===== src/design/rv_pkg.sv =====
package rv_pkg;

    typedef logic [31:0] inst_t;    // Raw instruction word
    typedef logic [31:0] addr_t;    // Program counter
    typedef logic [31:0] word_t;    // Register value
    typedef logic [4:0]  reg_idx_t; // Register file index

    // RV32I major opcodes
    typedef enum logic [6:0] {
        OPC_R     = 7'b0110011, // ADD, SUB, shifts, compares, logic
        OPC_I     = 7'b0010011, // Immediate ALU ops
        OPC_IL    = 7'b0000011, // Loads
        OPC_JALR  = 7'b1100111,
        OPC_S     = 7'b0100011, // Stores
        OPC_B     = 7'b1100011, // Branches
        OPC_JAL   = 7'b1101111,
        OPC_LUI   = 7'b0110111,
        OPC_AUIPC = 7'b0010111,
        OPC_FENCE = 7'b0001111, // FENCE, FENCE.TSO, PAUSE
        OPC_E     = 7'b1110011  // ECALL, EBREAK
    } opcode_t;

    // Depth of the stage buffer between decode and write-back
    localparam int PIPE_STAGES = 4;

    localparam inst_t NOP_INST = 32'h0000_0013; // addi x0, x0, 0
    localparam addr_t PC_INIT  = 32'h0000_0200;

    // funct7 for SUB, SRA and SRAI
    localparam logic [6:0] FUNCT7_ALT = 7'b0100000;

    // funct3 codes the decoder and golden model look at
    localparam logic [2:0] F3_ADD  = 3'b000; // Also ADDI, JALR, FENCE
    localparam logic [2:0] F3_SLL  = 3'b001; // SLL and SLLI
    localparam logic [2:0] F3_SLT  = 3'b010;
    localparam logic [2:0] F3_SLTU = 3'b011;
    localparam logic [2:0] F3_XOR  = 3'b100; // XORI shares it
    localparam logic [2:0] F3_SR   = 3'b101; // SRL, SRA and immediate forms

    // Branch funct3
    localparam logic [2:0] F3_BLT  = 3'b100;

    // Load and store widths
    localparam logic [2:0] F3_B    = 3'b000;
    localparam logic [2:0] F3_H    = 3'b001;
    localparam logic [2:0] F3_W    = 3'b010;
    localparam logic [2:0] F3_BU   = 3'b100;
    localparam logic [2:0] F3_HU   = 3'b101;

    // SYSTEM imm12 values
    localparam logic [11:0] IMM_ECALL  = 12'h000;
    localparam logic [11:0] IMM_EBREAK = 12'h001;

endpackage


===== src/design/stage_if.sv =====
interface stage_if;
    import rv_pkg::*;

    logic  bubble;  // High when the entry is empty
    logic  illegal; // Entry failed the RV32I legality check
    inst_t inst;
    addr_t pc;

    modport source (
        output bubble,
        output illegal,
        output inst,
        output pc
    );

    modport sink (
        input bubble,
        input illegal,
        input inst,
        input pc
    );
endinterface


===== src/design/rv_wb_golden.sv =====
module rv_wb_golden (
    input  logic             clk,
    input  logic             rst,
    input  logic             stall_i,
    stage_if.sink            in_i,
    output rv_pkg::reg_idx_t rf_raddr1_o,
    output rv_pkg::reg_idx_t rf_raddr2_o,
    input  rv_pkg::word_t    rf_rdata1_i,
    input  rv_pkg::word_t    rf_rdata2_i,
    output logic             wb_valid_o,
    output logic             illegal_o,
    output logic             gold_we_o,
    output rv_pkg::addr_t    wb_pc_o,
    output rv_pkg::addr_t    gold_next_pc_o,
    output rv_pkg::inst_t    wb_inst_o,
    output rv_pkg::reg_idx_t gold_rd_o,
    output rv_pkg::word_t    gold_data_o
);
    import rv_pkg::*;

    opcode_t    opcode;
    logic [2:0] funct3;
    reg_idx_t   rd;
    word_t      rs1_val;
    word_t      rs2_val;
    word_t      imm_u;
    word_t      imm_i;
    word_t      imm_b;
    logic       legal;
    logic       is_lui;
    logic       is_auipc;
    logic       is_xori;
    logic       is_blt;
    word_t      wb_data;
    logic       wb_we;
    addr_t      next_pc;

    assign opcode = opcode_t'(in_i.inst[6:0]);
    assign funct3 = in_i.inst[14:12];
    assign rd     = in_i.inst[11:7];

    // Register file answers in the same cycle
    assign rf_raddr1_o = in_i.inst[19:15];
    assign rf_raddr2_o = in_i.inst[24:20];
    assign rs1_val = (rf_raddr1_o == '0) ? '0 : rf_rdata1_i; // x0 reads zero
    assign rs2_val = (rf_raddr2_o == '0) ? '0 : rf_rdata2_i;

    assign imm_u = {in_i.inst[31:12], 12'b0};
    assign imm_i = {{20{in_i.inst[31]}}, in_i.inst[31:20]};
    assign imm_b = {{19{in_i.inst[31]}}, in_i.inst[31], in_i.inst[7],
                    in_i.inst[30:25], in_i.inst[11:8], 1'b0};

    assign legal    = !in_i.bubble && !in_i.illegal;
    assign is_lui   = legal && (opcode == OPC_LUI);
    assign is_auipc = legal && (opcode == OPC_AUIPC);
    assign is_xori  = legal && (opcode == OPC_I) && (funct3 == F3_XOR);
    assign is_blt   = legal && (opcode == OPC_B) && (funct3 == F3_BLT);

    always_comb begin
        wb_data = '0;
        if (is_lui) begin
            wb_data = imm_u;
        end else if (is_auipc) begin
            wb_data = in_i.pc + imm_u;
        end else if (is_xori) begin
            wb_data = rs1_val ^ imm_i;
        end
    end

    assign wb_we = (is_lui || is_auipc || is_xori) && (rd != '0);

    // Taken BLT jumps, everything else falls through
    assign next_pc = (is_blt && ($signed(rs1_val) < $signed(rs2_val))) ?
                     in_i.pc + imm_b : in_i.pc + 32'd4;

    always_ff @(posedge clk) begin
        if (rst) begin
            wb_valid_o <= 1'b0;
            illegal_o  <= 1'b0;
            gold_we_o  <= 1'b0;
        end else if (!stall_i) begin
            wb_valid_o <= !in_i.bubble;
            illegal_o  <= !in_i.bubble && in_i.illegal;
            gold_we_o  <= wb_we;
        end
    end

    always_ff @(posedge clk) begin
        if (!stall_i) begin
            wb_pc_o        <= in_i.pc;
            wb_inst_o      <= in_i.inst;
            gold_next_pc_o <= next_pc;
            gold_rd_o      <= rd;
            gold_data_o    <= wb_data;
        end
    end

    // Illegal entries from decode must never produce a register write
    a_we_only_legal: assert property (
        @(posedge clk) disable iff (rst) gold_we_o |-> !illegal_o
    );

endmodule


===== src/flat_wrapper.sv =====
// flat-port wrapper written by rule: the top's interface ports become plain ports
module rv_wb_golden_flat import rv_pkg::*;
  (clk, rst, stall_i, rf_raddr1_o, rf_raddr2_o, rf_rdata1_i, rf_rdata2_i, wb_valid_o, illegal_o, gold_we_o, wb_pc_o, gold_next_pc_o, wb_inst_o, gold_rd_o, gold_data_o, in_i_bubble, in_i_illegal, in_i_inst, in_i_pc);
  stage_if in_i_i ();
  input  logic clk;
  input  logic rst;
  input  logic stall_i;
  output rv_pkg::reg_idx_t rf_raddr1_o;
  output rv_pkg::reg_idx_t rf_raddr2_o;
  input  rv_pkg::word_t rf_rdata1_i;
  input  rv_pkg::word_t rf_rdata2_i;
  output logic wb_valid_o;
  output logic illegal_o;
  output logic gold_we_o;
  output rv_pkg::addr_t wb_pc_o;
  output rv_pkg::addr_t gold_next_pc_o;
  output rv_pkg::inst_t wb_inst_o;
  output rv_pkg::reg_idx_t gold_rd_o;
  output rv_pkg::word_t gold_data_o;
  input wire logic [$bits(in_i_i.bubble)-1:0] in_i_bubble;
  input wire logic [$bits(in_i_i.illegal)-1:0] in_i_illegal;
  input wire logic [$bits(in_i_i.inst)-1:0] in_i_inst;
  input wire logic [$bits(in_i_i.pc)-1:0] in_i_pc;
  assign in_i_i.bubble = in_i_bubble;
  assign in_i_i.illegal = in_i_illegal;
  assign in_i_i.inst = in_i_inst;
  assign in_i_i.pc = in_i_pc;
  rv_wb_golden u_core (.clk(clk), .rst(rst), .stall_i(stall_i), .in_i(in_i_i), .rf_raddr1_o(rf_raddr1_o), .rf_raddr2_o(rf_raddr2_o), .rf_rdata1_i(rf_rdata1_i), .rf_rdata2_i(rf_rdata2_i), .wb_valid_o(wb_valid_o), .illegal_o(illegal_o), .gold_we_o(gold_we_o), .wb_pc_o(wb_pc_o), .gold_next_pc_o(gold_next_pc_o), .wb_inst_o(wb_inst_o), .gold_rd_o(gold_rd_o), .gold_data_o(gold_data_o));
endmodule

===== config.mk =====
export PLATFORM = sky130hd
export DESIGN_NAME = rv_wb_golden_flat
export DESIGN_NICKNAME = d
export VERILOG_FILES = /design/src/design/rv_pkg.sv /design/src/design/stage_if.sv /design/src/design/rv_wb_golden.sv /design/src/flat_wrapper.sv
export SDC_FILE = /design/constraint.sdc
export NUM_CORES = 1
export LEC_CHECK = 0
export ABC_AREA = 1
export BUFFER_PORTS_ARGS = -buffer_cell sky130_fd_sc_hd__buf_2
export CAP_MARGIN = 5
export CELL_PAD_IN_SITES_DETAIL_PLACEMENT = 0
export CELL_PAD_IN_SITES_GLOBAL_PLACEMENT = 1
export CORE_MARGIN = 4
export CORE_UTILIZATION = 40
export CTS_CLUSTER_SIZE = 14
export DETAILED_ROUTE_END_ITERATION = 8
export GPL_TIMING_DRIVEN = 0
export HOLD_SLACK_MARGIN = 0.1
export PLACE_DENSITY_LB_ADDON = 0.1
export SYNTH_ARGS = -nofsm -noshare
export SYNTH_HDL_FRONTEND = slang
export SYNTH_SLANG_ARGS = --single-unit

===== constraint.sdc =====
create_clock -name clk -period 9.85 [get_ports clk]
set_input_delay 2.4625 -clock clk [delete_from_list [all_inputs] [get_ports clk]]
set_output_delay 2.4625 -clock clk [all_outputs]
set_load 0.02 [all_outputs]

# After elaboration in Yosys (flattened, before gate mapping)

Index checks and enable logic that the tools add are counted.

Flip-flop bits (word level): 136
Input bits: 133
Output and inout port bits: 146
Word-level logic and storage cells: 42

$add $sub $neg: 3
Order comparisons: 1
Equality and inequality tests: 5
Multiplexer cells: 6
Bitwise logic cells: 1
Reduce and logical (&&, ||, !) cells: 17

Operators with widths:

| cell                                                            | count |
|---|---|
| 32-bit 2-to-1 mux                                               | 6 |
| 32-bit adder                                                    | 2 |
| 32-bit by 3-bit adder with 32-bit output, second input constant | 1 |
| 32-bit less-than comparator                                     | 1 |
| 32-bit XOR                                                      | 1 |
| 7-bit by 5-bit == test with 1-bit output, second input constant | 2 |
| 1-bit logical AND                                               | 10 |
| 5-bit logical NOT                                               | 2 |
| 7-bit by 6-bit == test with 1-bit output, second input constant | 1 |
| 7-bit == test, second input constant                            | 1 |
| 5-bit nonzero test                                              | 1 |
| 3-bit == test, second input constant                            | 1 |
| 1-bit logical NOT                                               | 2 |
| 1-bit logical OR                                                | 2 |

# Logic depth before layout (Yosys ltp)

Depth in word-level cells: 7
Depth in mapped cells: 21
Gate-level depth less buffers: 19

# Worst setup path before layout

Ideal clock, no wire load.

Path type: input port to flip-flop
From: input stall_i
To: register u_core.gold_we_o
Arrival time: 5203 ps
Required time: 9587 ps
Path slack: 4384 ps
Stages: 2
Cells stage by stage: inv_1 -> a211oi_1

RTL lines:

| element                | RTL line           | text |
|---|---|---|
| start: declaration     | flat_wrapper.sv:7  | `input logic stall_i;` |
| end signal: assignment | rv_wb_golden.sv:84 | `gold_we_o <= wb_we;` |
| end: declaration       | rv_wb_golden.sv:12 | `output logic gold_we_o,` |

No word-level cell between the ends.

# Final worst setup path

From: input in_i_inst[16]
To: register u_core.gold_next_pc_o[6], data pin

Longest elaborated chain between the ends: 5

RTL lines:

| element                     | RTL line           | text |
|---|---|---|
| start: declaration          | flat_wrapper.sv:22 | `input wire logic [$bits(in_i_i.inst)-1:0] in_i_inst;` |
| 5-bit logical NOT           | rv_wb_golden.sv:45 | `assign rs1_val = (rf_raddr1_o == '0) ? '0 : rf_rdata1_i;` |
| 32-bit 2-to-1 mux           | rv_wb_golden.sv:45 |  |
| 32-bit less-than comparator | rv_wb_golden.sv:73 | `assign next_pc = (is_blt && ($signed(rs1_val) < $signed(rs2_val))) ?` |
| 1-bit logical AND           | rv_wb_golden.sv:73 |  |
| 32-bit 2-to-1 mux           | rv_wb_golden.sv:73 |  |
| net u_core.next_pc[6]       | rv_wb_golden.sv:36 | `addr_t next_pc;` |
| end signal: assignment      | rv_wb_golden.sv:92 | `gold_next_pc_o <= next_pc;` |
| end: declaration            | rv_wb_golden.sv:14 | `output rv_pkg::addr_t gold_next_pc_o,` |

The timed path passes the listed nets, and every way through them passes these cells.
A chain may end at the register's enable or synchronous reset.

==> flow_metrics.tcl <==
set metrics [dict create \
    fp.dieArea_um2 27000 \
    syn_nets 1404 \
    drc 0 \
    required_ps 10020 \
    clkLatencyLatePin_ps 430 \
    slew-limit-headroom 0.387 \
    hold_ws_ps 465 \
    dp.cells 1786 \
    io_buffers 278 \
    synthTopCellsByArea "edfxtp_1 39%, nand2_1 13%, ha_1 10%, inv_1 5.4%, a21oi_1 4.2%" \
    first_global_vias 8813 \
    period_needed_ps 5780 \
    postCtsSetupBuffers 0 \
    finClkSkew_ps 0 \
    floorplan.initialDensity 0.411 \
    htreeDepth 4 \
    cp-start-kind "input pin" \
    regArea_um2 3870 \
    drive_gt1_frac 0.242 \
    cts-root-buf "clkbuf_16" \
    yosysSeqAreaShare 0.397 \
    cp-end-kind "flop" \
    first_iter_violations 744 \
    wl_per_cell_um 18.6 \
    total_power_mw 1.76 \
    grt_pass1_wl_mm 49.8 \
    rsz0062_at_grt "false" \
    fp.dieH_um 164 \
    coreArea_um2 23800 \
    fill_cells 2396 \
    tns_ps 0 \
    max_stage_delay_ps 360 \
    yosysUniqueCellTypes 46 \
    cts.path.max_buffers 2 \
    dp_hpwl_mm 27.3 \
    area_delta_synth_final_pct 24.8 \
    fmax_mhz 173 \
    place_area_um2 11600 \
    ys_warn_count 0 \
    cp_slowest_cell "clkbuf_1" \
    worstPathArrival_ps 5950 \
    synth_largest_area_cell "edfxtp_1" \
    yosysMostFrequentCell "nand2_1" \
    dominantRegCellSynth "edfxtp_1" \
    ys_top_cells_by_count "326 x nand2_1, 140 x inv_1, 127 x edfxtp_1" \
    worst_slew_pin_slew_ps 916 \
    ant_nets 0 \
    routed_wl_mm 33.8 \
    p_per_area_nw_per_um2 145 \
    vias 9379 \
    syn_inst 1188 \
    cts.sinks 130 \
    finalHoldViolations 0 \
    min_path_type "flop to flop" \
    gr-usage-all-layers 0.245 \
    outcome "complete, no violations" \
    drt_pass1_iterations 5 \
    multi_input_area_um2 5110 \
    maxSlewViolCount 0 \
    place.gp.congestion 0.890 \
    cts_hold_buffers 0 \
    antenna_found_initial 2 \
    fin_area_um2 12200 \
    synth_top_cell_area_share 0.391 \
    path_class "input pin to flop" \
    die_w_um 164 \
    syn_area_per_cell_um2 8.21 \
    syn-cell-area_um2 9760 \
    vdd_ir_drop_max_mv 0.108 \
    path_cells "buf_2, nor2_1, nand3_1, clkbuf_1, nand2_1, inv_1, ha_1, nand4_1, nor4_1, inv_1, nor4_1, nand2_1, nand3_1, nand3_2, buf_2, nand2_1, nand2_1" \
    rows 56 \
    path_clk_slew_ps 70 \
    cts_resized 0 \
    postSynth.asyncResetShare 0 \
    grt-ovfl-total 0 \
    cts_buffers 17 \
    synth_seq_cells 130 \
    grt_max_degree 70 \
    leakagePower_nw 5.95 \
    io_pins 279 \
    timing.final.crit_share 0.587 \
    cap_violations 0 \
    fin_nets 1702 \
    fin_cells 1819 \
    vias_per_cell 5.16 \
    synth_edf_count 127 \
    setup_viol 0 \
    path_max_fanout 10 \
    crit_top_cell "nand2_1" \
    cts_tree "built" \
]
==> routing by layer <==
layer	vias up	wire (um)	GRT usage
li1	4655	-	-
met1	4347	15500	0.349
met2	339	15300	0.389
met3	34	2470	0.0391
met4	4	592	0.0663
met5	-	28	0
==> power by group <==
part	switching, mW	leakage (nW)	internal [mW]
combinational	0.293	4.39	0.148
clock	0.280	0.297	0.381
sequential	0.0107	1.26	0.650
total	0.584	5.95	1.18
==> metrics by stage <==
stage	utilization	setup WS (ps)
4_1_cts	0.513	4120
6_report	0.513	4070
5_1_grt	0.513	3820
2_1_floorplan	-	4380
3_5_place_dp	0.488	3670
3_3_place_gp	0.486	3100
==> area by class of cell <==
class,instances,area share
Clock inverter,15,0.0141
Clock buffer,17,0.0349
Inverter,140,0.0436
Sequential cell,130,0.318
Timing Repair Buffer,279,0.116
Antenna cell,1,0.000205
Multi-Input combinational cell,872,0.420
Buffer,46,0.0203
Tap cell,319,0.0328
==> worst max-delay path, delay by kind of cell <==
family / cells / cell delay, ps
adders and majority gates: 1 / 350
buffers and inverters: 5 / 1000
and+or+nand+nor: 11 / 2120
==> placed cells by master, fill, tap and decap left out, drive strengths merged, types with 2 or more instances in the layout <==
master	netlist	routed
a31oi	11	11
o2111ai	2	2
o21bai	10	10
nor4	3	3
inv	140	148
a21boi	3	3
buf	26	305
o22ai	6	6
a21oi	82	82
a211oi	2	2
o21a	4	4
nand4	44	44
xor2	40	40
clkinv	0	5
dfxtp	3	3
nor2	86	86
o221ai	6	6
nor3	14	14
a32o	3	3
or2	3	3
clkbuf	20	37
edfxtp	127	127
nand3	50	50
a21o	6	6
nand2	329	329
o21ai	48	48
ha	81	81
fa	2	2
bufinv	0	2
o211ai	10	10
xnor2	22	22
==> registers in the layout (all words and copies together), names as in the netlist <==
| signal | flops |
|---|---|
| u_core.gold_data_o | 32 |
| u_core.wb_inst_o | 28 |
| u_core.wb_valid_o | 1 |
| u_core.gold_next_pc_o | 32 |
| u_core.gold_rd_o | 4 |
| u_core.illegal_o | 1 |
| u_core.wb_pc_o | 31 |
| u_core.gold_we_o | 1 |
==> logic make-up after synthesis <==
logic type               after synthesis  share of synthesized area
flip-flops                           130                      0.397
AO/OA/AOI/OAI                        196                      0.117
adder cells (fa/ha/maj)               83                      0.108
buffers and inverters                186                     0.0792
AND/OR/NAND/NOR                      531                      0.243
XOR/XNOR                              62                     0.0557
==> final timing paths <==
| path | startpoint | to | slack [ps] | cells after the start |
|---|---|---|---|---|
| hold reg to reg | u_core.wb_valid_o | u_core.wb_valid_o | 460 | 2 |
| hold / removal | u_core.wb_valid_o | u_core.wb_valid_o | 460 | 2 |
| setup reg to reg | u_core.illegal_o | u_core.illegal_o | 9220 | 2 |
| setup / recovery | in_i_inst[16] | u_core.gold_next_pc_o[6] | 4070 | 17 |
No activity file was read; power rests on OpenSTA's default activity.
